### config.mk
export PLATFORM = sky130hd
export DESIGN_NAME = instr_decode
export DESIGN_NICKNAME = d
export VERILOG_FILES = /design/src/source/proc_pkg.sv /design/src/source/instr_decode.sv
export VERILOG_INCLUDE_DIRS = /design/src /design/src/source
export SDC_FILE = /design/constraint.sdc
export NUM_CORES = 1
export LEC_CHECK = 0
export BUFFER_PORTS_ARGS = -buffer_cell sky130_fd_sc_hd__buf_2
export CAP_MARGIN = 20
export CORE_UTILIZATION = 61
export CTS_CLUSTER_SIZE = 28
export DETAILED_ROUTE_END_ITERATION = 8
export PLACE_DENSITY = 0.85
export SETUP_SLACK_MARGIN = 0.05
export SYNTH_ARGS = -nofsm -noshare
export SYNTH_HDL_FRONTEND = slang
export SYNTH_SLANG_ARGS = --single-unit
export TNS_END_PERCENT = 100
### constraint.sdc
create_clock -name clk -period 2.65 [get_ports clk]
set_input_delay 0.3975 -clock clk [delete_from_list [all_inputs] [get_ports clk]]
set_output_delay 0.3975 -clock clk [all_outputs]
set_load 0.02 [all_outputs]
### src/source/proc_settings.svh
`ifndef PROC_SETTINGS_SVH
`define PROC_SETTINGS_SVH

// Instruction memory, one 16-bit word per entry
`define PROC_IMEM_DEPTH 256
`define PROC_IMEM_AW    8

// Data memory, word addressed
`define PROC_DMEM_DEPTH 256
`define PROC_DMEM_AW    8

// General purpose registers r0 to r7
// r0 is an ordinary register here and not hardwired to zero
`define PROC_NUM_REGS   8

`endif
### src/source/proc_pkg.sv
package procPkg;

  // Five-bit major opcode in bits [15:11]
  typedef enum logic [4:0] {
    opHalt  = 5'b00000,
    opNop   = 5'b00001,
    opJ     = 5'b00100,
    opAddi  = 5'b01000,
    opSubi  = 5'b01001,
    opXori  = 5'b01010,
    opAndni = 5'b01011,
    opBeqz  = 5'b01100,
    opBnez  = 5'b01101,
    opSt    = 5'b10000,
    opLd    = 5'b10001,
    opAlu   = 5'b11011
  } opcodeT;

  // Low two opcode bits of the I-format ALU group line up with this
  typedef enum logic [1:0] {
    aluAdd  = 2'b00,
    aluSub  = 2'b01,
    aluXor  = 2'b10,
    aluAndn = 2'b11
  } aluOpT;

  typedef struct packed {
    opcodeT     opcode;
    logic [2:0] rs;
    logic [2:0] rt;
    logic [2:0] rd;
    logic [1:0] funct;
  } rFormatT;

  // rd sits where the R-format keeps rt
  typedef struct packed {
    opcodeT     opcode;
    logic [2:0] rs;
    logic [2:0] rd;
    logic [4:0] imm5;
  } iFormatT;

  typedef struct packed {
    opcodeT      opcode;
    logic [10:0] disp11;
  } jFormatT;

  // One fetched word, read in whichever format the opcode calls for
  typedef union packed {
    rFormatT r;
    iFormatT i;
    jFormatT j;
  } instrT;

  typedef struct packed {
    logic  regWrite;
    logic  aluSrc;
    logic  memRead;
    logic  memWrite;
    logic  memToReg;
    logic  branch;
    logic  branchOnZero;
    logic  jump;
    logic  halt;
    aluOpT aluOp;
  } ctrlT;

  typedef struct packed {
    ctrlT        ctrl;
    logic [15:0] rsData;
    logic [15:0] rtData;
    logic [15:0] immediate;
    logic [2:0]  writeReg;
    logic [15:0] pcPlusOne;
  } decodedT;

  typedef struct packed {
    ctrlT        ctrl;
    logic [15:0] aluResult;
    logic [15:0] storeData;
    logic [2:0]  writeReg;
  } execT;

  typedef struct packed {
    logic        valid;
    logic [2:0]  regNum;
    logic [15:0] data;
  } wbEventT;

  typedef struct packed {
    logic        valid;
    logic [7:0]  addr;
    logic [15:0] data;
  } progLoadT;

endpackage

### src/source/instr_decode.sv
`timescale 1ns/1ps

`include "proc_settings.svh"

module instr_decode (
  input  logic             clk,
  input  logic             rst,
  input  procPkg::instrT   instr,
  input  logic [15:0]      pcPlusOne,
  input  procPkg::wbEventT wbEvent,
  output procPkg::decodedT decoded,
  output logic             err
);

  import procPkg::*;

  logic [15:0] regs [`PROC_NUM_REGS];
  ctrlT        ctrl;

  // Undefined opcodes decode as NOP and raise err
  always_comb begin
    ctrl       = '0;
    ctrl.aluOp = aluAdd;
    err        = 1'b0;
    // Nothing executes while reset is held
    if (!rst) begin
      case (instr.r.opcode)
        opHalt: ctrl.halt = 1'b1;
        opNop: ctrl.aluOp = aluAdd;
        opAddi, opSubi, opXori, opAndni: begin
          ctrl.regWrite = 1'b1;
          ctrl.aluSrc   = 1'b1;
          ctrl.aluOp    = aluOpT'(instr.i.opcode[1:0]);
        end
        // ALU operation comes from funct in execute
        opAlu: ctrl.regWrite = 1'b1;
        opLd: begin
          ctrl.regWrite = 1'b1;
          ctrl.aluSrc   = 1'b1;
          ctrl.memRead  = 1'b1;
          ctrl.memToReg = 1'b1;
        end
        opSt: begin
          ctrl.aluSrc   = 1'b1;
          ctrl.memWrite = 1'b1;
        end
        opBeqz: begin
          ctrl.branch       = 1'b1;
          ctrl.branchOnZero = 1'b1;
        end
        opBnez: ctrl.branch = 1'b1;
        opJ: ctrl.jump = 1'b1;
        default: err = 1'b1;
      endcase
    end
  end

  // Register file written from the write-back event
  always_ff @(posedge clk) begin
    if (rst) begin
      for (int k = 0; k < `PROC_NUM_REGS; k++) begin
        regs[k] <= '0;
      end
    end else if (wbEvent.valid) begin
      regs[wbEvent.regNum] <= wbEvent.data;
    end
  end

  always_comb begin
    decoded.ctrl   = ctrl;
    decoded.rsData = regs[instr.r.rs];
    // Bits [7:5] are rt for R-format and the store source for ST
    decoded.rtData = regs[instr.r.rt];
    // R-format keeps funct in the low immediate bits
    if (instr.j.opcode == opJ) begin
      decoded.immediate = {{5{instr.j.disp11[10]}}, instr.j.disp11};
    end else begin
      decoded.immediate = {{11{instr.i.imm5[4]}}, instr.i.imm5};
    end
    decoded.writeReg  = (instr.r.opcode == opAlu) ? instr.r.rd : instr.i.rd;
    decoded.pcPlusOne = pcPlusOne;
  end

endmodule

==> results.sh <==
export IMPL_status="completed"
export IMPL_worst_slew_pin_slew_ns=0.6260
export IMPL_vias_per_cell=6.763
export IMPL_numCtsBuffers=17
export IMPL_synth_top_family_by_area="multiplexers"
export IMPL_gp_congestion=0.7974
export IMPL_cts_sinks=128
export IMPL_synth_ff_type="edfxtp_1"
export IMPL_num_rows=40
export IMPL_routed_top_layer="met4"
export IMPL_die_y_um=112.5
export IMPL_drv_cap=0
export IMPL_top_register="regs"
export IMPL_p_leak_uw=0.003335
export IMPL_hold_class="in2reg"
export IMPL_grt_pass1_vias=4931
export IMPL_wl_met1_um=6669
export IMPL_dieArea_um2=12670
export IMPL_dieWidth_um=112.5
export IMPL_synth_distinct_cells=36
export IMPL_cts_resized=0
export IMPL_synthAdderAreaFrac_pct=0
export IMPL_utilization_pct=71.40
export IMPL_reg_top3="regs: 128 flops"
export IMPL_clk_pin_slew_worst_paths_ns=0.05
export IMPL_antenna_found_initial=0
export IMPL_grt_pass1_wl_um=27680
export IMPL_cts_setup_buffers=0
export IMPL_synthXorXnorAreaFrac_pct=0
export IMPL_hold_depth=2
export IMPL_ios=133
export IMPL_area_delta_synth_final_pct=14.59
export IMPL_crit_arrival_ns=1.98
export IMPL_initial_core_util_pct=62.31
export IMPL_clk_path_buf_depth=2
export IMPL_hold_violations=0
export IMPL_htree_levels=4
export IMPL_vias=4768
export IMPL_wl_met2_um=9774
export IMPL_synth_compound_area_share_pct=1.276
export IMPL_ys_ff_latch=128
export IMPL_power_density_nw_per_um2=674.5
export IMPL_grt_max_degree=35
export IMPL_ant_nets=0
export IMPL_avgRoutedWirePerCell_um=26.23
export IMPL_finalCriticalPeriod_ns=2.373
export IMPL_ys_seq_area_share_pct=51.57
export IMPL_drive_above_1_share_pct=37.46
export IMPL_ys_async_sr_fraction_pct=0
export IMPL_ir_drop_mv=0.4371
export IMPL_synthCells=474
export IMPL_grt_overflow=0
export IMPL_crit_fanout=19
export IMPL_dr_wl_met3_um=1349
export IMPL_portBuffers=96
export IMPL_track_usage_pct=30.65
export IMPL_fmax_mhz=421.4
export IMPL_antenna_cells=0
export IMPL_root_buffer="clkbuf_16"
export IMPL_cts_tree="built"
export IMPL_crit_required_ns=2.25
export IMPL_cp_end_kind="primary output"
export IMPL_netlist_area_um2=7453
export IMPL_synth_edff_count=128
export IMPL_fin_setup_tns_ns=0
export IMPL_dp_hpwl_um=10990
export IMPL_slew_viol_final=0
export IMPL_synthSimpleGateAreaFrac_pct=14.54
export IMPL_rsz0062_at_grt="no"
export IMPL_fin_nets=599
export IMPL_synth_avg_cell_area_um2=15.72
export IMPL_critPathLaunchType="input pin"
export IMPL_drt_iter0_drc=478
export IMPL_final_cell_mix="and2_1, edfxtp_1, buf_2"
export IMPL_worstHoldStart="wbEvent[2]"
export IMPL_min_to="regs[2][2]$_SDFFCE_PN0P_"
export IMPL_synth_warnings=0
export IMPL_core_area_um2=11960
export IMPL_largest_reg_flops=128
export IMPL_finalSetupViolCount=0
export IMPL_drt_total_wl_um=18490
export IMPL_critical_path_class="in2out"
export IMPL_first_pass_iters=5
export IMPL_drc=0
export IMPL_finalCritPeriodShare_pct=89.55
export IMPL_synth_mux_area_share_pct=26.94
export IMPL_hold_buffers=0
export IMPL_syn_num_nets=528
export IMPL_slew_limit_headroom_pct=58.22
[Yosys cell counts (4+ instances only)]
cell type	instances	area share, %
mux2_2	35	5.3
a41o_1	6	0.81
mux4_1	46	16
clkbuf_1	17	0.86
buf_4	27	2.7
nor2_1	6	0.30
buf_2	4	0.27
buf_6	5	0.76
edfxtp_1	128	52
mux4_2	18	5.4
and2_1	128	11
nand2_1	5	0.25
and3_1	4	0.34
or2_2	8	0.67
nor2b_1	4	0.34
[stage by stage]
| stage | power (µW) | hold slack [ns] | setup WS, ns | instances | area (µm²) |
|---|---|---|---|---|---|
| 6_report | 5760 | 0.3493 | 0.2770 | 705 | 8541 |
| 5_1_grt | 5893 | 0.3578 | 0.2436 | 705 | 8541 |
| 4_1_cts | 5753 | 0.3405 | 0.2733 | 705 | 8541 |
| 3_5_place_dp | 3216 | 0.7679 | 0.3301 | 673 | 7893 |
| 3_3_place_gp | 3177 | 0.7485 | 0.3462 | 673 | 7893 |
| 2_1_floorplan | 2996 | 0.5957 | 0.6346 | 474 | 7453 |
[worst max-delay path, cell delays in order]
cell	delay [ns]
buf_2	0.24
buf_12	0.24
mux4_1	0.62
mux2_2	0.30
buf_2	0.17
[layout make-up]
class	instances	area (µm²)
timing repair buffer	113	670.6
tap	147	183.9
inverter	2	7.507
clock inverter	14	219.0
clock buffer	18	429.2
sequential	128	3844
multi-input combinational	283	3187
fill	700	3421
[logic make-up (layout without fill, tap and decap cells)]
logic type | after synthesis | count (layout)
flip-flops | 128 | 128
buffers and inverters | 63 | 147
AND/OR/NAND/NOR | 173 | 173
AO/OA/AOI/OAI | 11 | 11
multiplexers | 99 | 99
[layer usage]
layer,global-route usage [%],vias to the layer above
li1,-,1985
met4,17.24,0
met2,52.84,298
met5,0,-
met3,5.886,63
met1,36.29,2422
[where the power goes]
part | total, µW | leakage (µW) | switching [µW] | internal [µW]
clock | 2570 | 0.000308 | 825 | 1740
sequential | 2430 | 0.00123 | 71.4 | 2360
combinational | 759 | 0.00180 | 415 | 344
[worst max-delay path by stage]
stage                         start           to  slack, ns  cells past startpoint
after global routing       instr[5]  decoded[37]       0.24                      5
after global placement     instr[5]  decoded[41]       0.35                      5
after detailed placement   instr[8]  decoded[54]       0.33                      5
final                      instr[5]  decoded[37]       0.28                      5
after CTS                  instr[5]  decoded[37]       0.27                      5
after floorplan           instr[15]  decoded[30]       0.63                      5
Note: power is estimated with default switching activity, not from simulation.
