### config.mk
export PLATFORM = sky130hd
export DESIGN_NAME = instr_fetch
export DESIGN_NICKNAME = d
export VERILOG_FILES = /design/src/source/proc_pkg.sv /design/src/source/instr_fetch.sv
export VERILOG_INCLUDE_DIRS = /design/src /design/src/source
export SDC_FILE = /design/constraint.sdc
export NUM_CORES = 2
export LEC_CHECK = 0
export BUFFER_PORTS_ARGS = -buffer_cell sky130_fd_sc_hd__clkbuf_2
export CAP_MARGIN = 10
export CORE_MARGIN = 2
export CORE_UTILIZATION = 30
export CTS_CLUSTER_DIAMETER = 200
export DETAILED_ROUTE_END_ITERATION = 8
export SYNTH_ARGS = -nofsm -noshare
export SYNTH_HDL_FRONTEND = slang
export SYNTH_SLANG_ARGS = --single-unit
### constraint.sdc
create_clock -name clk -period 4.3 [get_ports clk]
set_clock_uncertainty 0.15 [all_clocks]
set_input_delay 0.86 -clock clk [delete_from_list [all_inputs] [get_ports clk]]
set_output_delay 0.86 -clock clk [all_outputs]
set_load 0.02 [all_outputs]
### src/source/proc_settings.svh
`ifndef PROC_SETTINGS_SVH
`define PROC_SETTINGS_SVH

// Instruction memory, one 16-bit word per entry
`define PROC_IMEM_DEPTH 256
`define PROC_IMEM_AW    8

// Data memory, word addressed
`define PROC_DMEM_DEPTH 256
`define PROC_DMEM_AW    8

// General purpose registers r0 to r7
// r0 is an ordinary register here and not hardwired to zero
`define PROC_NUM_REGS   8

`endif
### src/source/proc_pkg.sv
package procPkg;

  // Five-bit major opcode in bits [15:11]
  typedef enum logic [4:0] {
    opHalt  = 5'b00000,
    opNop   = 5'b00001,
    opJ     = 5'b00100,
    opAddi  = 5'b01000,
    opSubi  = 5'b01001,
    opXori  = 5'b01010,
    opAndni = 5'b01011,
    opBeqz  = 5'b01100,
    opBnez  = 5'b01101,
    opSt    = 5'b10000,
    opLd    = 5'b10001,
    opAlu   = 5'b11011
  } opcodeT;

  // Low two opcode bits of the I-format ALU group line up with this
  typedef enum logic [1:0] {
    aluAdd  = 2'b00,
    aluSub  = 2'b01,
    aluXor  = 2'b10,
    aluAndn = 2'b11
  } aluOpT;

  typedef struct packed {
    opcodeT     opcode;
    logic [2:0] rs;
    logic [2:0] rt;
    logic [2:0] rd;
    logic [1:0] funct;
  } rFormatT;

  // rd sits where the R-format keeps rt
  typedef struct packed {
    opcodeT     opcode;
    logic [2:0] rs;
    logic [2:0] rd;
    logic [4:0] imm5;
  } iFormatT;

  typedef struct packed {
    opcodeT      opcode;
    logic [10:0] disp11;
  } jFormatT;

  // One fetched word, read in whichever format the opcode calls for
  typedef union packed {
    rFormatT r;
    iFormatT i;
    jFormatT j;
  } instrT;

  typedef struct packed {
    logic  regWrite;
    logic  aluSrc;
    logic  memRead;
    logic  memWrite;
    logic  memToReg;
    logic  branch;
    logic  branchOnZero;
    logic  jump;
    logic  halt;
    aluOpT aluOp;
  } ctrlT;

  typedef struct packed {
    ctrlT        ctrl;
    logic [15:0] rsData;
    logic [15:0] rtData;
    logic [15:0] immediate;
    logic [2:0]  writeReg;
    logic [15:0] pcPlusOne;
  } decodedT;

  typedef struct packed {
    ctrlT        ctrl;
    logic [15:0] aluResult;
    logic [15:0] storeData;
    logic [2:0]  writeReg;
  } execT;

  typedef struct packed {
    logic        valid;
    logic [2:0]  regNum;
    logic [15:0] data;
  } wbEventT;

  typedef struct packed {
    logic        valid;
    logic [7:0]  addr;
    logic [15:0] data;
  } progLoadT;

endpackage

### src/source/instr_fetch.sv
`timescale 1ns/1ps

`include "proc_settings.svh"

module instr_fetch (
  input  logic              clk,
  input  logic              rst,
  input  procPkg::progLoadT progLoad,
  input  logic              redirect,
  input  logic [15:0]       target,
  input  logic              halted,
  output procPkg::instrT    instr,
  output logic [15:0]       pcPlusOne,
  output logic              halt
);

  logic [15:0] imem [`PROC_IMEM_DEPTH];
  logic [15:0] pc;
  logic        haltFlag;

  // Program load port, writes land at the edge
  always_ff @(posedge clk) begin
    if (progLoad.valid) begin
      imem[progLoad.addr] <= progLoad.data;
    end
  end

  always_ff @(posedge clk) begin
    if (rst) begin
      pc       <= '0;
      haltFlag <= 1'b0;
    end else begin
      if (halted) begin
        haltFlag <= 1'b1;
      end
      // PC stays on the HALT word once it has been seen
      if (!halt) begin
        pc <= redirect ? target : pcPlusOne;
      end
    end
  end

  assign pcPlusOne = pc + 16'd1;

  // Only the low PC bits index the memory
  assign instr = imem[pc[`PROC_IMEM_AW-1:0]];

  assign halt = haltFlag || halted;

endmodule

==> run summary <==
The flow ran to the end, but the final reports show violations. The pin count of the biggest net entering global routing was 131; the total leakage power was 60.53 nW. The tools report the clock sink total as 4,121. For this run, the leading register cell type out of synthesis is edfxtp_1. The analysis attributes to net switching a power of 19.12 mW.

The run gives 539,100 um2 as the overall die area. The master of the slowest instance on the critical path is nor4b_4. The number of buffers added on ports is 77, and the final design utilization is 0.3650.

Walking the worst path, the cells encountered are buf_6 > buf_12 > buf_12 > buf_4 > buf_4 > mux2i_1 > o22a_1 > a31oi_4 > buf_6 > and4_4 > nand3_4 > nor4b_4 > clkbuf_8. For this run the aggregate overflow at the end of global routing stands at 0. TritonCTS built the clock tree. Mean instance size in the synthesized netlist: 21.17 um2. The internal portion of total power was 66.55 mW.

The final route contains 83,331 vias. Counting every instance in the synthesized netlist gives 7,556. Setup repair after global routing could not meet its margin everywhere. The sequential cell fraction of total power is 0.517, and the detailed-router iteration count before antenna repair is 7.

The critical path in this run is classified as reg2out. Summing all placed instances gives a cell area of 176,300 um2. The share of synthesized flip-flops with an asynchronous set or reset is 0. The upper clock frequency limit was 0.1862 GHz. The routed design uses 39,630 um of met3 wire. The region available for standard cell placement spans 531,800 um2.

The root buffer cell chosen for the clock tree is clkbuf_16. The congestion estimate from routability-driven global placement came to 0.8990. The run gives 218,200 um as the total length of routed met2 wires. The number of hold-repair buffers added at the cts stage is 0, and the endpoint arrival time on the critical path is 4.36 ns. The die is 734.2 um wide.

After detailed routing, no signal wire sits above met5. The synthesis-to-finish area growth is 21.36%, and the number of distinct library cell variants in the gate-level netlist after synthesis is 63. The final reports fail on setup timing. The number of setup violations in the final report was 16; the number of nets in the synthesized netlist was 7,602. The cell area after synthesis is 160,000 um2. For the pin with the worst max-slew slack, the measured transition is 1.432 ns. The floorplan has 268 rows.

The final-stage net count was 8,858. The cell count after placement was 15,286; the mean number of vias per cell was 5.151. Along the worst path, the maximum fanout reaches 9. The initial standard-cell utilization of the core is 0.3008. The period utilization works out to 1.249.

The sequential cells in the finished layout cover a total of 123,500 um2. Hold timing on the final database bottoms out at a slack of 0.1603 ns. The max-capacitance violation count is 0, and the synthesized flop and latch total is 4,121.

In the final layout, the multi-input gates occupy 35,900 um2. The sequential element share of the synthesized area is 0.7721, and the peak supply drop is 0.3368 mV. The vertical die dimension came out at 734.2 um. The number of global-route vias before repair was 83,214.

For the worst-skew pair later-pin latency, the log shows 0.93 ns. STA classifies the critical path endpoint as an output pin. The tools report the global-route usage over all layers as 0.1622.

The relative max-transition margin is 0.04544. The finished cells cover 194,100 um2. The clock network fraction of total power is 0.405. The largest incremental delay on the critical path was 0.66 ns; the number of pins exceeding their max-slew limit in the final report was 0. Clock-pin slew was measured on the worst setup and hold paths at 0.06 ns.

Fraction of synthesized cell area taken by the top area cell type: 0.7689. Before CTS, the worst setup slack after placement is -0.8785 ns. The fraction of layout cells with a size suffix above 1 is 0.3354. The run gives 78 as the number of top-level pins.

The logs give 5 for the count of H-tree levels built during CTS and 178,700 um for the total routed wire length on the met1 layer. After synthesis, the cell types taking the most area are edfxtp_1 77%, mux4_2 11%, mux2i_1 3.6%. The tools report the number of antenna violations at the first check in global routing as 29. The logs give 0 for the final antenna-violating net count and 0 for the count of yosys warnings during synthesis. The number of enable-type register cells in the synthesized netlist works out to 4,096. The share of power burned in combinational logic was 0.079; the TritonCTS buffer count was 396. Once layout is complete, the cells apart from fillers number 16,177.

The largest area contributor in the synthesized netlist is edfxtp_1. Wires add up to 453,300 um. Number of hold violations in the final report: 0. For the worst setup slack after layout, the log shows -1.070 ns. STA classifies the critical path startpoint as a flop. After the first detailed-routing iteration, the DRC count stood at 10,241. The post-DP HPWL was 282,500 um; the power per cell area was 441.3 nW/um2. The switching power share of the total is 0.2232.

The run gives 4 as the maximum buffer depth of the clock tree. The class of the most critical hold timing path was in2reg. The global-route wire length before repair came out at 635,200 um. The tools report the data required time at the worst endpoint as 3.29 ns.

Subtracting the final worst setup slack from the clock period gives 5.370 ns. The number of filler cells placed in the layout is 48,160. For this run, design rule violations remaining after detail routing come to 0.

The detail-routed net length per standard cell works out to 28.02 um.
-- state kept, by name, summed over array words and instances (netlist names), named ones only --
name	cells
pc	16
haltFlag	1
imem	4096
-- worst max-delay path: cells and delay by family (launching register included) --
kind / cells / cell delay [ns]
flops: 1 / 0.44
mux: 1 / 0.08
compound gates: 2 / 0.47
simple gates: 3 / 1.03
buf+inv: 7 / 1.24
-- routing by layer --
layer | up-vias | global-route usage
met4 | 10 | 0.05220
met5 | - | 0
met2 | 3977 | 0.2681
met1 | 44251 | 0.2170
met3 | 724 | 0.02921
li1 | 34369 | -
-- cell usage after synthesis, types with 4 or more instances --
cell          n
mux2i_1     572
buf_4        45
a2111oi_0    28
o221ai_2     10
o22a_1       23
buf_2        80
nor4_1       48
nand2_1      65
and2_1       54
buf_8        23
xnor2_1       7
dfxtp_1      25
a31oi_1       4
a22oi_1      25
o22ai_1     137
buf_6        47
a31o_1        8
o221ai_1    193
clkbuf_1    211
nor2_1      477
buf_12       21
mux4_2      812
a22o_1       10
o21ai_1      14
a211oi_1    110
and4_1        5
xor2_1        7
a221oi_1     11
a32oi_1       4
nand4_1      15
o21ai_0      28
buf_1        38
o32ai_1      13
nor3_1       24
nand3_1      48
o211ai_1      6
nor2b_1       9
a21oi_1     127
inv_1         4
nand2b_1     15
nor4b_2      14
edfxtp_1   4096
and3_1        9
-- final cells by class --
class	instances	share of cell area
Multi-Input combinational cell	2963	0.1849
Clock buffer	483	0.05306
Clock inverter	242	0.01265
Antenna cell	18	0.0002320
Timing Repair Buffer	1323	0.06740
Inverter	7	0.0002127
Tap cell	7020	0.04525
Sequential cell	4121	0.6363
-- placed cells by master, fill, tap and decap left out, types with 65 or more instances in the layout --
| cell type | n |
|---|---|
| nand2_1 | 65 |
| clkbuf_1 | 84 |
| o22ai_1 | 94 |
| mux4_2 | 812 |
| nor2_1 | 413 |
| clkinv_2 | 70 |
| a211oi_1 | 80 |
| edfxtp_1 | 4096 |
| o221ai_1 | 144 |
| buf_12 | 121 |
| clkbuf_16 | 405 |
| mux2i_1 | 556 |
| buf_4 | 1002 |
| clkinv_1 | 93 |
| a21oi_1 | 102 |
-- stage by stage --
| step | TNS, ns | power (mW) |
|---|---|---|
| global placement | -9.711 | 50.94 |
| detailed placement | -9.179 | 51.05 |
| CTS | -16.87 | 85.98 |
| floorplan | 0 | 48.14 |
| finish | -15.49 | 85.67 |
| global route | -16.81 | 87.95 |
-- worst paths after layout --
| check | endpoint | slack, ns | depth (start not counted) | from |
|---|---|---|---|---|
| setup / recovery | instr[13] | -1.07 | 13 | flop |
| hold / removal | pc[10] | 0.16 | 5 | target[10] |
| setup reg to reg | pc[5] | 1.55 | 7 | pc[2] |
| hold reg to reg | pc[15] | 0.33 | 2 | pc[15] |
-- repair_timing --
item / 4_1_cts / 5_1_grt
gates resized for setup: 438 / 165
pin swaps: 67 / 52
setup buffers: 61 / 59
setup endpoints to repair: 16 / 18
gates cloned: 27 / 6
endpoints found under the hold margin: 0 / 0
-- cell families (layout without fill, tap and decap cells) --
family | after synthesis | in the layout | share of synthesized area
buffers and inverters | 472 | 2055 | 0.01872
XOR/XNOR | 14 | 14 | 0.0007666
AND/OR/NAND/NOR | 800 | 800 | 0.02324
other | 0 | 18 | 0
flip-flops | 4121 | 4121 | 0.7721
AO/OA/AOI/OAI | 762 | 762 | 0.03486
adder cells (fa/ha/maj) | 1 | 1 | 0.00007821
multiplexers | 1386 | 1386 | 0.1503
-- power groups by stage --
stage	clock, mW	sequential (mW)	combinational [mW]
6_report	34.7	44.3	6.73
5_1_grt	36.7	44.3	7.01
4_1_cts	35.1	44.3	6.56
3_5_place_dp	0	45.1	5.91
3_3_place_gp	0	45.1	5.81
2_1_floorplan	0	45.1	3.01
No activity file was read; power rests on OpenSTA's default activity.
