===== config.mk =====
export PLATFORM = sky130hd
export DESIGN_NAME = execute
export DESIGN_NICKNAME = d
export VERILOG_FILES = /design/src/source/proc_settings.svh /design/src/source/proc_pkg.sv /design/src/source/execute.sv
export SDC_FILE = /design/constraint.sdc
export NUM_CORES = 1
export LEC_CHECK = 0
export ABC_AREA = 1
export BUFFER_PORTS_ARGS = -buffer_cell sky130_fd_sc_hd__clkbuf_2
export CAP_MARGIN = 20
export CORE_UTILIZATION = 46
export DETAILED_ROUTE_END_ITERATION = 8
export GPL_TIMING_DRIVEN = 0
export PLACE_DENSITY = 0.82
export SETUP_SLACK_MARGIN = 0.5
export SYNTH_ARGS = -nofsm -noshare
export SYNTH_HDL_FRONTEND = slang
export SYNTH_SLANG_ARGS = --single-unit

===== constraint.sdc =====
create_clock -name vclk -period 2.45
set_input_delay 0.1225 -clock vclk [all_inputs]
set_output_delay 0.1225 -clock vclk [all_outputs]
set_load 0.1 [all_outputs]

===== src/source/proc_settings.svh =====
`ifndef PROC_SETTINGS_SVH
`define PROC_SETTINGS_SVH

// Instruction memory, one 16-bit word per entry
`define PROC_IMEM_DEPTH 256
`define PROC_IMEM_AW    8

// Data memory, word addressed
`define PROC_DMEM_DEPTH 256
`define PROC_DMEM_AW    8

// General purpose registers r0 to r7
// r0 is an ordinary register here and not hardwired to zero
`define PROC_NUM_REGS   8

`endif

===== src/source/proc_pkg.sv =====
package procPkg;

  // Five-bit major opcode in bits [15:11]
  typedef enum logic [4:0] {
    opHalt  = 5'b00000,
    opNop   = 5'b00001,
    opJ     = 5'b00100,
    opAddi  = 5'b01000,
    opSubi  = 5'b01001,
    opXori  = 5'b01010,
    opAndni = 5'b01011,
    opBeqz  = 5'b01100,
    opBnez  = 5'b01101,
    opSt    = 5'b10000,
    opLd    = 5'b10001,
    opAlu   = 5'b11011
  } opcodeT;

  // Low two opcode bits of the I-format ALU group line up with this
  typedef enum logic [1:0] {
    aluAdd  = 2'b00,
    aluSub  = 2'b01,
    aluXor  = 2'b10,
    aluAndn = 2'b11
  } aluOpT;

  typedef struct packed {
    opcodeT     opcode;
    logic [2:0] rs;
    logic [2:0] rt;
    logic [2:0] rd;
    logic [1:0] funct;
  } rFormatT;

  // rd sits where the R-format keeps rt
  typedef struct packed {
    opcodeT     opcode;
    logic [2:0] rs;
    logic [2:0] rd;
    logic [4:0] imm5;
  } iFormatT;

  typedef struct packed {
    opcodeT      opcode;
    logic [10:0] disp11;
  } jFormatT;

  // One fetched word, read in whichever format the opcode calls for
  typedef union packed {
    rFormatT r;
    iFormatT i;
    jFormatT j;
  } instrT;

  typedef struct packed {
    logic  regWrite;
    logic  aluSrc;
    logic  memRead;
    logic  memWrite;
    logic  memToReg;
    logic  branch;
    logic  branchOnZero;
    logic  jump;
    logic  halt;
    aluOpT aluOp;
  } ctrlT;

  typedef struct packed {
    ctrlT        ctrl;
    logic [15:0] rsData;
    logic [15:0] rtData;
    logic [15:0] immediate;
    logic [2:0]  writeReg;
    logic [15:0] pcPlusOne;
  } decodedT;

  typedef struct packed {
    ctrlT        ctrl;
    logic [15:0] aluResult;
    logic [15:0] storeData;
    logic [2:0]  writeReg;
  } execT;

  typedef struct packed {
    logic        valid;
    logic [2:0]  regNum;
    logic [15:0] data;
  } wbEventT;

  typedef struct packed {
    logic        valid;
    logic [7:0]  addr;
    logic [15:0] data;
  } progLoadT;

endpackage


===== src/source/execute.sv =====
`timescale 1ns/1ps

module execute (
  input  procPkg::decodedT decoded,
  output procPkg::execT    exec,
  output logic             redirect,
  output logic [15:0]      target
);

  import procPkg::*;

  logic        rFormat;
  aluOpT       op;
  logic [15:0] operandB;
  logic [15:0] aluResult;
  logic        rsZero;
  logic        taken;

  // Only R-format writes a register without an immediate operand
  assign rFormat = decoded.ctrl.regWrite && !decoded.ctrl.aluSrc;

  assign op       = rFormat ? aluOpT'(decoded.immediate[1:0]) : decoded.ctrl.aluOp;
  assign operandB = decoded.ctrl.aluSrc ? decoded.immediate : decoded.rtData;

  // Results wrap at 16 bits
  always_comb begin
    case (op)
      aluAdd:  aluResult = decoded.rsData + operandB;
      aluSub:  aluResult = decoded.rsData - operandB;
      aluXor:  aluResult = decoded.rsData ^ operandB;
      aluAndn: aluResult = decoded.rsData & ~operandB;
      default: aluResult = '0;
    endcase
  end

  // BEQZ takes the branch on zero, BNEZ on nonzero
  assign rsZero = (decoded.rsData == 16'd0);
  assign taken  = decoded.ctrl.branch && (rsZero == decoded.ctrl.branchOnZero);

  assign redirect = decoded.ctrl.jump || taken;

  // Immediate holds imm5 for branches and disp11 for J
  assign target = decoded.pcPlusOne + decoded.immediate;

  always_comb begin
    exec.ctrl      = decoded.ctrl;
    exec.aluResult = aluResult;
    exec.storeData = decoded.rtData;
    exec.writeReg  = decoded.writeReg;
  end

endmodule


==> impl_metrics.json, run 1 <==
{
  "area_delta_synth_final_pct": 92.07,
  "first_pass_iters": 9,
  "min-delay-start": "decoded[69]",
  "die_w_um": 84.61,
  "grt_pass1_vias": 4301,
  "startpoint_type": "input port",
  "die_h_um": 84.61,
  "antenna_cells": 0,
  "vias": 5243,
  "antenna_found_initial": 0,
  "synth_nets": 654,
  "period_share": 1.317,
  "synth_cell_types": 45,
  "grt.total_usage": 0.3262,
  "yosys.area.top_type_share": 0.1873,
  "ios": 141,
  "violations": "design-rule violations, negative setup slack",
  "synthAdderAreaFrac": 0.2001,
  "place.gp.congestion": 0.9409,
  "viasPerCell": 6.645,
  "crit_type": "input port to output port",
  "overflow": 0,
  "synth_xor_area_frac": 0.07254,
  "hpwlAfterDp_um": 8226,
  "synth_simple_gate_area_frac": 0.3527,
  "synth_top_family_by_area": "simple AND/OR/NAND/NOR gates",
  "slew_headroom": 0.4362,
  "crit_start": "decoded[20]",
  "worst_pin_slew_ns": 0.8457,
  "setup_slack_ns": -0.7775,
  "fin_hold_ws_ns": 0.7062,
  "crit_path_end": "exec[31]",
  "grt_max_degree": 11,
  "cts_hold_buf": 0,
  "dieArea_mm2": 0.007159,
  "dp_cells": 737,
  "nFlopsAndLatches": 0,
  "core_area_mm2": 0.006459,
  "hold_viol": 0,
  "fin_nets": 841,
  "rsz0062_at_grt": "true",
  "drt-initial-drc-count": 470,
  "drive_gt1_frac": 0.6264,
  "rows": 29,
  "io_buffers": 133,
  "synth_area_leaders": "ha_1 19%, nand2_1 17%, inv_1 9.2%",
  "ir_drop_uv": 558.9,
  "start_util": 0.4861,
  "crit_required_ns": 2.33,
  "end_kind": "output port",
  "cp_max_fo": 4,
  "fillers": 219,
  "route.detailed.drc": 4,
  "finalSetupViolCount": 14,
  "synth_area_mm2": 0.003139,
  "netlist_instances": 527,
  "drv_cap": 0,
  "ant_nets": 0,
  "instances_no_fill": 789,
  "p_leak_uw": 0.003064,
  "synth_area_per_cell_um2": 5.957,
  "hp-class": "input port to output port",
  "wl_um": 18500,
  "ys_seq_area_frac": 0,
  "fin_total_pwr_uw": 3564,
  "synth_top_area_cell": "ha_1",
  "register_area_um2": 0,
  "grt_pass1_wl_um": 19310,
  "synth_compound_area_frac": 0.1782,
  "min_delay_path_depth": 2,
  "powerDensity_mw_per_mm2": 591.0,
  "fmax_ghz": 0.3098,
  "avgRoutedWirePerCell_um": 23.45,
  "status": "finished with violations",
  "utilization": 0.9336,
  "finalCriticalPeriod_ns": 3.228,
  "clock_buffers": 0,
  "timing.final.max_slew_violations": 0,
  "muxShareOfSynthArea": 0,
  "crit_arrival_ns": 3.11,
  "yosys_warnings": 0
}
## worst max-delay path, stage by stage
cell,delay [ns]
buf_4,0.13
inv_4,0.11
nand2_4,0.08
nand2_4,0.09
ha_4,0.15
nand3_4,0.09
nor3b_4,0.24
nor2_4,0.07
buf_4,0.17
xor2_2,0.17
ha_1,0.38
buf_4,0.18
nand2_4,0.07
o21ai_1,0.25
nand2_1,0.12
nand3_2,0.11
xor2_2,0.22
o21bai_4,0.09
clkbuf_16,0.23
## cells by family (layout without fill, tap and decap cells)
logic type	after synthesis	in the layout
buffers and inverters	118	303
XOR/XNOR	26	26
AO/OA/AOI/OAI	89	89
adder cells (fa/ha/maj)	49	49
AND/OR/NAND/NOR	245	245
## area by class of cell
cell class	instances	area, um2	area share
multi-input cells	409	3825	0.6344
repair buffers	184	1454	0.2411
inverters	82	342.8	0.05686
plain buffers	36	300.3	0.04980
well taps	77	96.34	0.01598
repair inverters	1	11.26	0.001868
## report_power, final
group	total, uW	internal, uW	switching, uW
combinational	3560	1190	2380
sequential	0	0	0
clock	0	0	0
total	3560	1190	2380
## repair_timing
item | in CTS | in global routing
gates cloned | 1 | 0
setup buffers | 35 | 16
resized for setup | 149 | 139
endpoints found under the setup margin | 24 | 28
pin swaps | 55 | 75
## worst min path at each step
| stage | end | slack (ns) |
|---|---|---|
| floorplan | exec[0] | 0.46 |
| finish | exec[37] | 0.71 |
| detailed placement | exec[37] | 0.71 |
| CTS | exec[37] | 0.71 |
| global placement | exec[2] | 0.71 |
| global route | exec[37] | 0.71 |
## Yosys cell counts (2+ instances only)
cell type,instances
buf_6,2
nor2_2,2
nand2_4,4
o221ai_1,2
a21o_1,7
fa_1,2
a31oi_1,4
nor4_1,2
a21boi_0,3
inv_1,77
nand2_2,21
nor2_4,2
xnor2_1,7
o21ai_0,23
o21bai_1,7
nor2_1,28
nand2_1,140
o211ai_1,5
ha_1,47
xor2_1,19
nor3_1,6
inv_4,2
buf_4,30
a21oi_1,27
nand3_1,30
nand4_1,5
o21ai_2,5
## metrics by stage
| step | setup WS (ns) | setup TNS (ns) | instance area [um2] |
|---|---|---|---|
| 2_1_floorplan | -0.5672 | -3.296 | 3572 |
| 3_3_place_gp | -0.9836 | -7.704 | 4334 |
| 3_5_place_dp | -1.043 | -8.699 | 4334 |
| 4_1_cts | -0.3788 | -2.539 | 5331 |
| 5_1_grt | -0.8459 | -9.273 | 6030 |
| 6_report | -0.7775 | -7.732 | 6030 |
## per-layer routing
metal  track usage  share of wire  vias to the layer above
li1              -              -                     2060
met3       0.03343           0.12                      235
met1        0.3709           0.30                     2401
met4        0.1079           0.11                        0
met5             0              0                        -
met2        0.6297           0.47                      547
## cells in the final DEF, fill, tap and decap left out, types with 9 or more instances in the layout
master     instances
buf_6             11
clkbuf_16         11
inv_2             12
nand3_2           13
o21ai_2           10
nand2_2           52
clkbuf_2         105
nand2_4           23
inv_1             63
a21oi_1           11
nand2_1           88
ha_1              26
ha_4              17
buf_4             72
a21oi_2           10
nand3_1           13
nor2_1            19
nor2_4             9
Power figures use the tool's default switching activity.
==> run 2: changes to the inputs <==
--- a/config.mk
+++ b/config.mk
@@ -13,2 +13,3 @@
 export GPL_TIMING_DRIVEN = 0
+export MAX_ROUTING_LAYER = met4
 export PLACE_DENSITY = 0.82
==> constraint.sdc (replaced) <==
create_clock -name vclk -period 2.45
set_input_delay 0.245 -clock vclk [all_inputs]
set_output_delay 0.245 -clock vclk [all_outputs]
set_load 0.1 [all_outputs]
==> run 2 against run 1 <==
Compared with the run above:
- synthesized cell count did not move
- synthesized area did not move
- the flow now stops in 5_1_grt
==> impl_metrics.json, run 2 <==
{
  "status": "stopped before the end",
  "lastStage": "5_1_grt",
  "stop_error": "[ERROR GRT-0232] Routing congestion too high. Check the congestion heatmap in the GUI.",
  "io_buffers": 133,
  "cts_hold_buf": 0,
  "synth_most_common_cell": "nand2_1",
  "synth_top_area_cell": "ha_1",
  "worst_endpoint_kind": "primary output",
  "ys_seq_area_frac": 0,
  "overflow": 846,
  "rows": 29,
  "grt_max_degree": 11,
  "synth_common_cells": "140 x nand2_1, 77 x inv_1, 47 x ha_1, 30 x buf_4, 30 x nand3_1",
  "die_h_um": 84.61,
  "die_w_um": 84.61,
  "ios": 141,
  "synth_area_per_cell_um2": 5.957,
  "yosys_warnings": 0,
  "hpwlAfterDp_um": 8589,
  "start_util": 0.4861,
  "netlist_instances": 527,
  "grt.total_usage": 1.039,
  "synth_area_leaders": "ha_1 19%, nand2_1 17%, inv_1 9.2%",
  "yosys.area.top_type_share": 0.1873,
  "place.gp.congestion": 0.9074,
  "synth_area_mm2": 0.003139,
  "synth_nets": 654,
  "postGrtWorstEndpoint": "exec[34]",
  "synth_cell_types": 45
}
[run 2: cell counts after synthesis]
Identical to the previous run, type by type.
[run 2: logic make-up after synthesis]
kind of cell,synth area share
simple gates,0.3527
fa+ha+maj,0.2001
compound gates,0.1782
buf+inv,0.1965
xor+xnor,0.07254
[run 2: stage by stage]
step / cell area, um2 / setup slack (ns) / hold WS, ns / instances / utilization
2_1_floorplan: 3839 / -0.8122 / 0.7015 / 527 / -
3_3_place_gp: 4601 / -1.298 / 0.9520 / 737 / 0.7123
3_5_place_dp: 4601 / -1.297 / 0.9528 / 737 / 0.7123
4_1_cts: 5700 / -0.6260 / 0.9527 / 773 / 0.8826
[run 2: what timing repair did]
item | 4_1_cts
endpoints found under the setup margin | 28
gates resized for setup | 170
pin swaps | 67
cloned | 1
buffers inserted | 35
[run 2: layer usage]
layer / track usage / overflow
met5: - / -
met4: 1.114 / 110
met3: 0.6126 / 7
met2: 1.520 / 726
met1: 0.8820 / 3
==> run 3: changes to the inputs <==
- CORE_UTILIZATION: 46 -> 40
- MAX_ROUTING_LAYER: met4 -> default
- PLACE_DENSITY: 0.82 -> default
- PLACE_DENSITY_LB_ADDON: default -> 0.15
- SETUP_SLACK_MARGIN: 0.5 -> default
- clock period: 2.45 -> 3.2 ns (I/O delays scaled with it)
==> run 3 against run 2 <==
Compared with the run above:
- the flow now finishes, with violations (negative setup slack)
==> impl_metrics.json, run 3 (synthesis results as in run 1) <==
{
  "place.gp.congestion": 0.9235,
  "place_ws_ns": -0.7225,
  "internal_power_uw": 626.6,
  "fillers": 648,
  "setup_slack_ns": -0.09241,
  "final_common_cell": "nand2_1",
  "placed_cell_area_mm2": 0.004075,
  "avgRoutedWirePerCell_um": 12.75,
  "drive_gt1_frac": 0.4641,
  "start_util": 0.4237,
  "hpwlAfterDp_um": 7948,
  "grt_max_degree": 11,
  "fmax_ghz": 0.3037,
  "hp-class": "input port to output port",
  "register_area_um2": 0,
  "period_share": 1.029,
  "worst_pin_slew_ns": 0.6683,
  "io_buffers": 133,
  "grt_pass1_wl_um": 15880,
  "fin_nets": 825,
  "ios": 141,
  "min-delay-start": "decoded[18]",
  "powerDensity_mw_per_mm2": 431.5,
  "antenna_found_initial": 0,
  "crit_type": "input port to output port",
  "combPwrFrac": 1.000,
  "switching_share": 0.7009,
  "startpoint_type": "input port",
  "vias": 3926,
  "core_area_mm2": 0.007408,
  "crit_arrival_ns": 2.97,
  "dp_cells": 759,
  "die_w_um": 90.59,
  "min_to": "exec[2]",
  "wl_um": 10140,
  "min_delay_path_depth": 2,
  "nFlopsAndLatches": 0,
  "dieArea_mm2": 0.008207,
  "instances_no_fill": 795,
  "rows": 31,
  "hold_viol": 0,
  "ant_nets": 0,
  "die_h_um": 90.59,
  "status": "finished with violations",
  "fin_total_pwr_uw": 2095,
  "drv_cap": 0,
  "clkPwrFrac": 0,
  "fin_hold_ws_ns": 1.101,
  "viasPerCell": 4.938,
  "finalSetupViolCount": 3,
  "slew_headroom": 0.5545,
  "antenna_cells": 0,
  "p_leak_uw": 0.002723,
  "end_kind": "output port",
  "power_frac_seq": 0,
  "first_pass_iters": 4,
  "route.detailed.drc": 0,
  "crit_required_ns": 2.88,
  "mostFrequentLayoutCells": "121 x nand2_1, 120 x clkbuf_2, 72 x inv_1",
  "rsz0062_at_grt": "true",
  "grt.total_usage": 0.2270,
  "cp_max_fo": 9,
  "overflow": 0,
  "p_sw_uw": 1468,
  "violations": "negative setup slack",
  "clock_buffers": 0,
  "stdcell_area_mm2": 0.004855,
  "grt_pass1_vias": 3671,
  "timing.final.max_slew_violations": 0,
  "ir_drop_uv": 296.6,
  "finalCriticalPeriod_ns": 3.292,
  "area_delta_synth_final_pct": 54.64,
  "drt-initial-drc-count": 121
}
## run 3: layout make-up
type / count / area, um2 / share of cell area
buffer: 36 / 300.3 / 0.06186
inverter: 82 / 337.8 / 0.06959
multi-input combinational: 409 / 2963 / 0.6103
tap: 99 / 123.9 / 0.02552
timing repair buffer: 169 / 1130 / 0.2327
## run 3: power groups by stage
stage	registers [uW]	clock network, uW	logic [uW]
4_1_cts	0	0	1960
3_5_place_dp	0	0	1740
2_1_floorplan	0	0	1460
6_report	0	0	2100
5_1_grt	0	0	2210
3_3_place_gp	0	0	1730
## run 3: timing repair
action | in CTS | in global routing
gates resized for setup | 79 | 37
endpoints found under the setup margin | 11 | 14
pin swaps | 28 | 20
setup buffers | 23 | 13
hold buffers | 0 | 0
## run 3: how the worst max path moves through the flow
stage,startpoint,to,slack [ns]
global placement,decoded[20],exec[34],-0.74
detailed placement,decoded[20],exec[34],-0.72
floorplan,decoded[76],exec[26],-0.19
CTS,decoded[76],exec[34],-0.07
global route,decoded[76],exec[33],-0.22
finish,decoded[76],exec[34],-0.09
## run 3: per-stage QoR
stage | TNS [ns] | utilization
2_1_floorplan | -0.4911 | -
3_3_place_gp | -4.100 | 0.5501
3_5_place_dp | -4.257 | 0.5501
4_1_cts | -0.1159 | 0.6220
5_1_grt | -1.624 | 0.6553
6_report | -0.1264 | 0.6553
## run 3: worst max-delay path, stage by stage
cell	delay, ns
buf_12	0.11
inv_12	0.05
nand2_4	0.06
o21ai_4	0.06
inv_2	0.07
ha_4	0.14
nand3_4	0.08
nor3b_4	0.23
nor2_4	0.07
nor2_4	0.19
nand3_1	0.10
nand2_1	0.07
nand2_1	0.10
ha_4	0.25
nand2_2	0.09
inv_1	0.07
a21boi_2	0.16
nand2_2	0.08
a21oi_4	0.17
inv_1	0.06
nand2_1	0.08
nand3_2	0.08
nand2_4	0.08
clkbuf_16	0.19
## run 3: metal layers
metal  part of all wire  vias to the layer above  GRT usage  routed length, um
met2               0.52                      105     0.4350               5249
met4             0.0099                        0    0.02554                100
met3              0.044                       10    0.01852                450
met1               0.43                     1786     0.2790               4335
li1                   -                     2025          -                  -
met5                  0                        -          0                  0
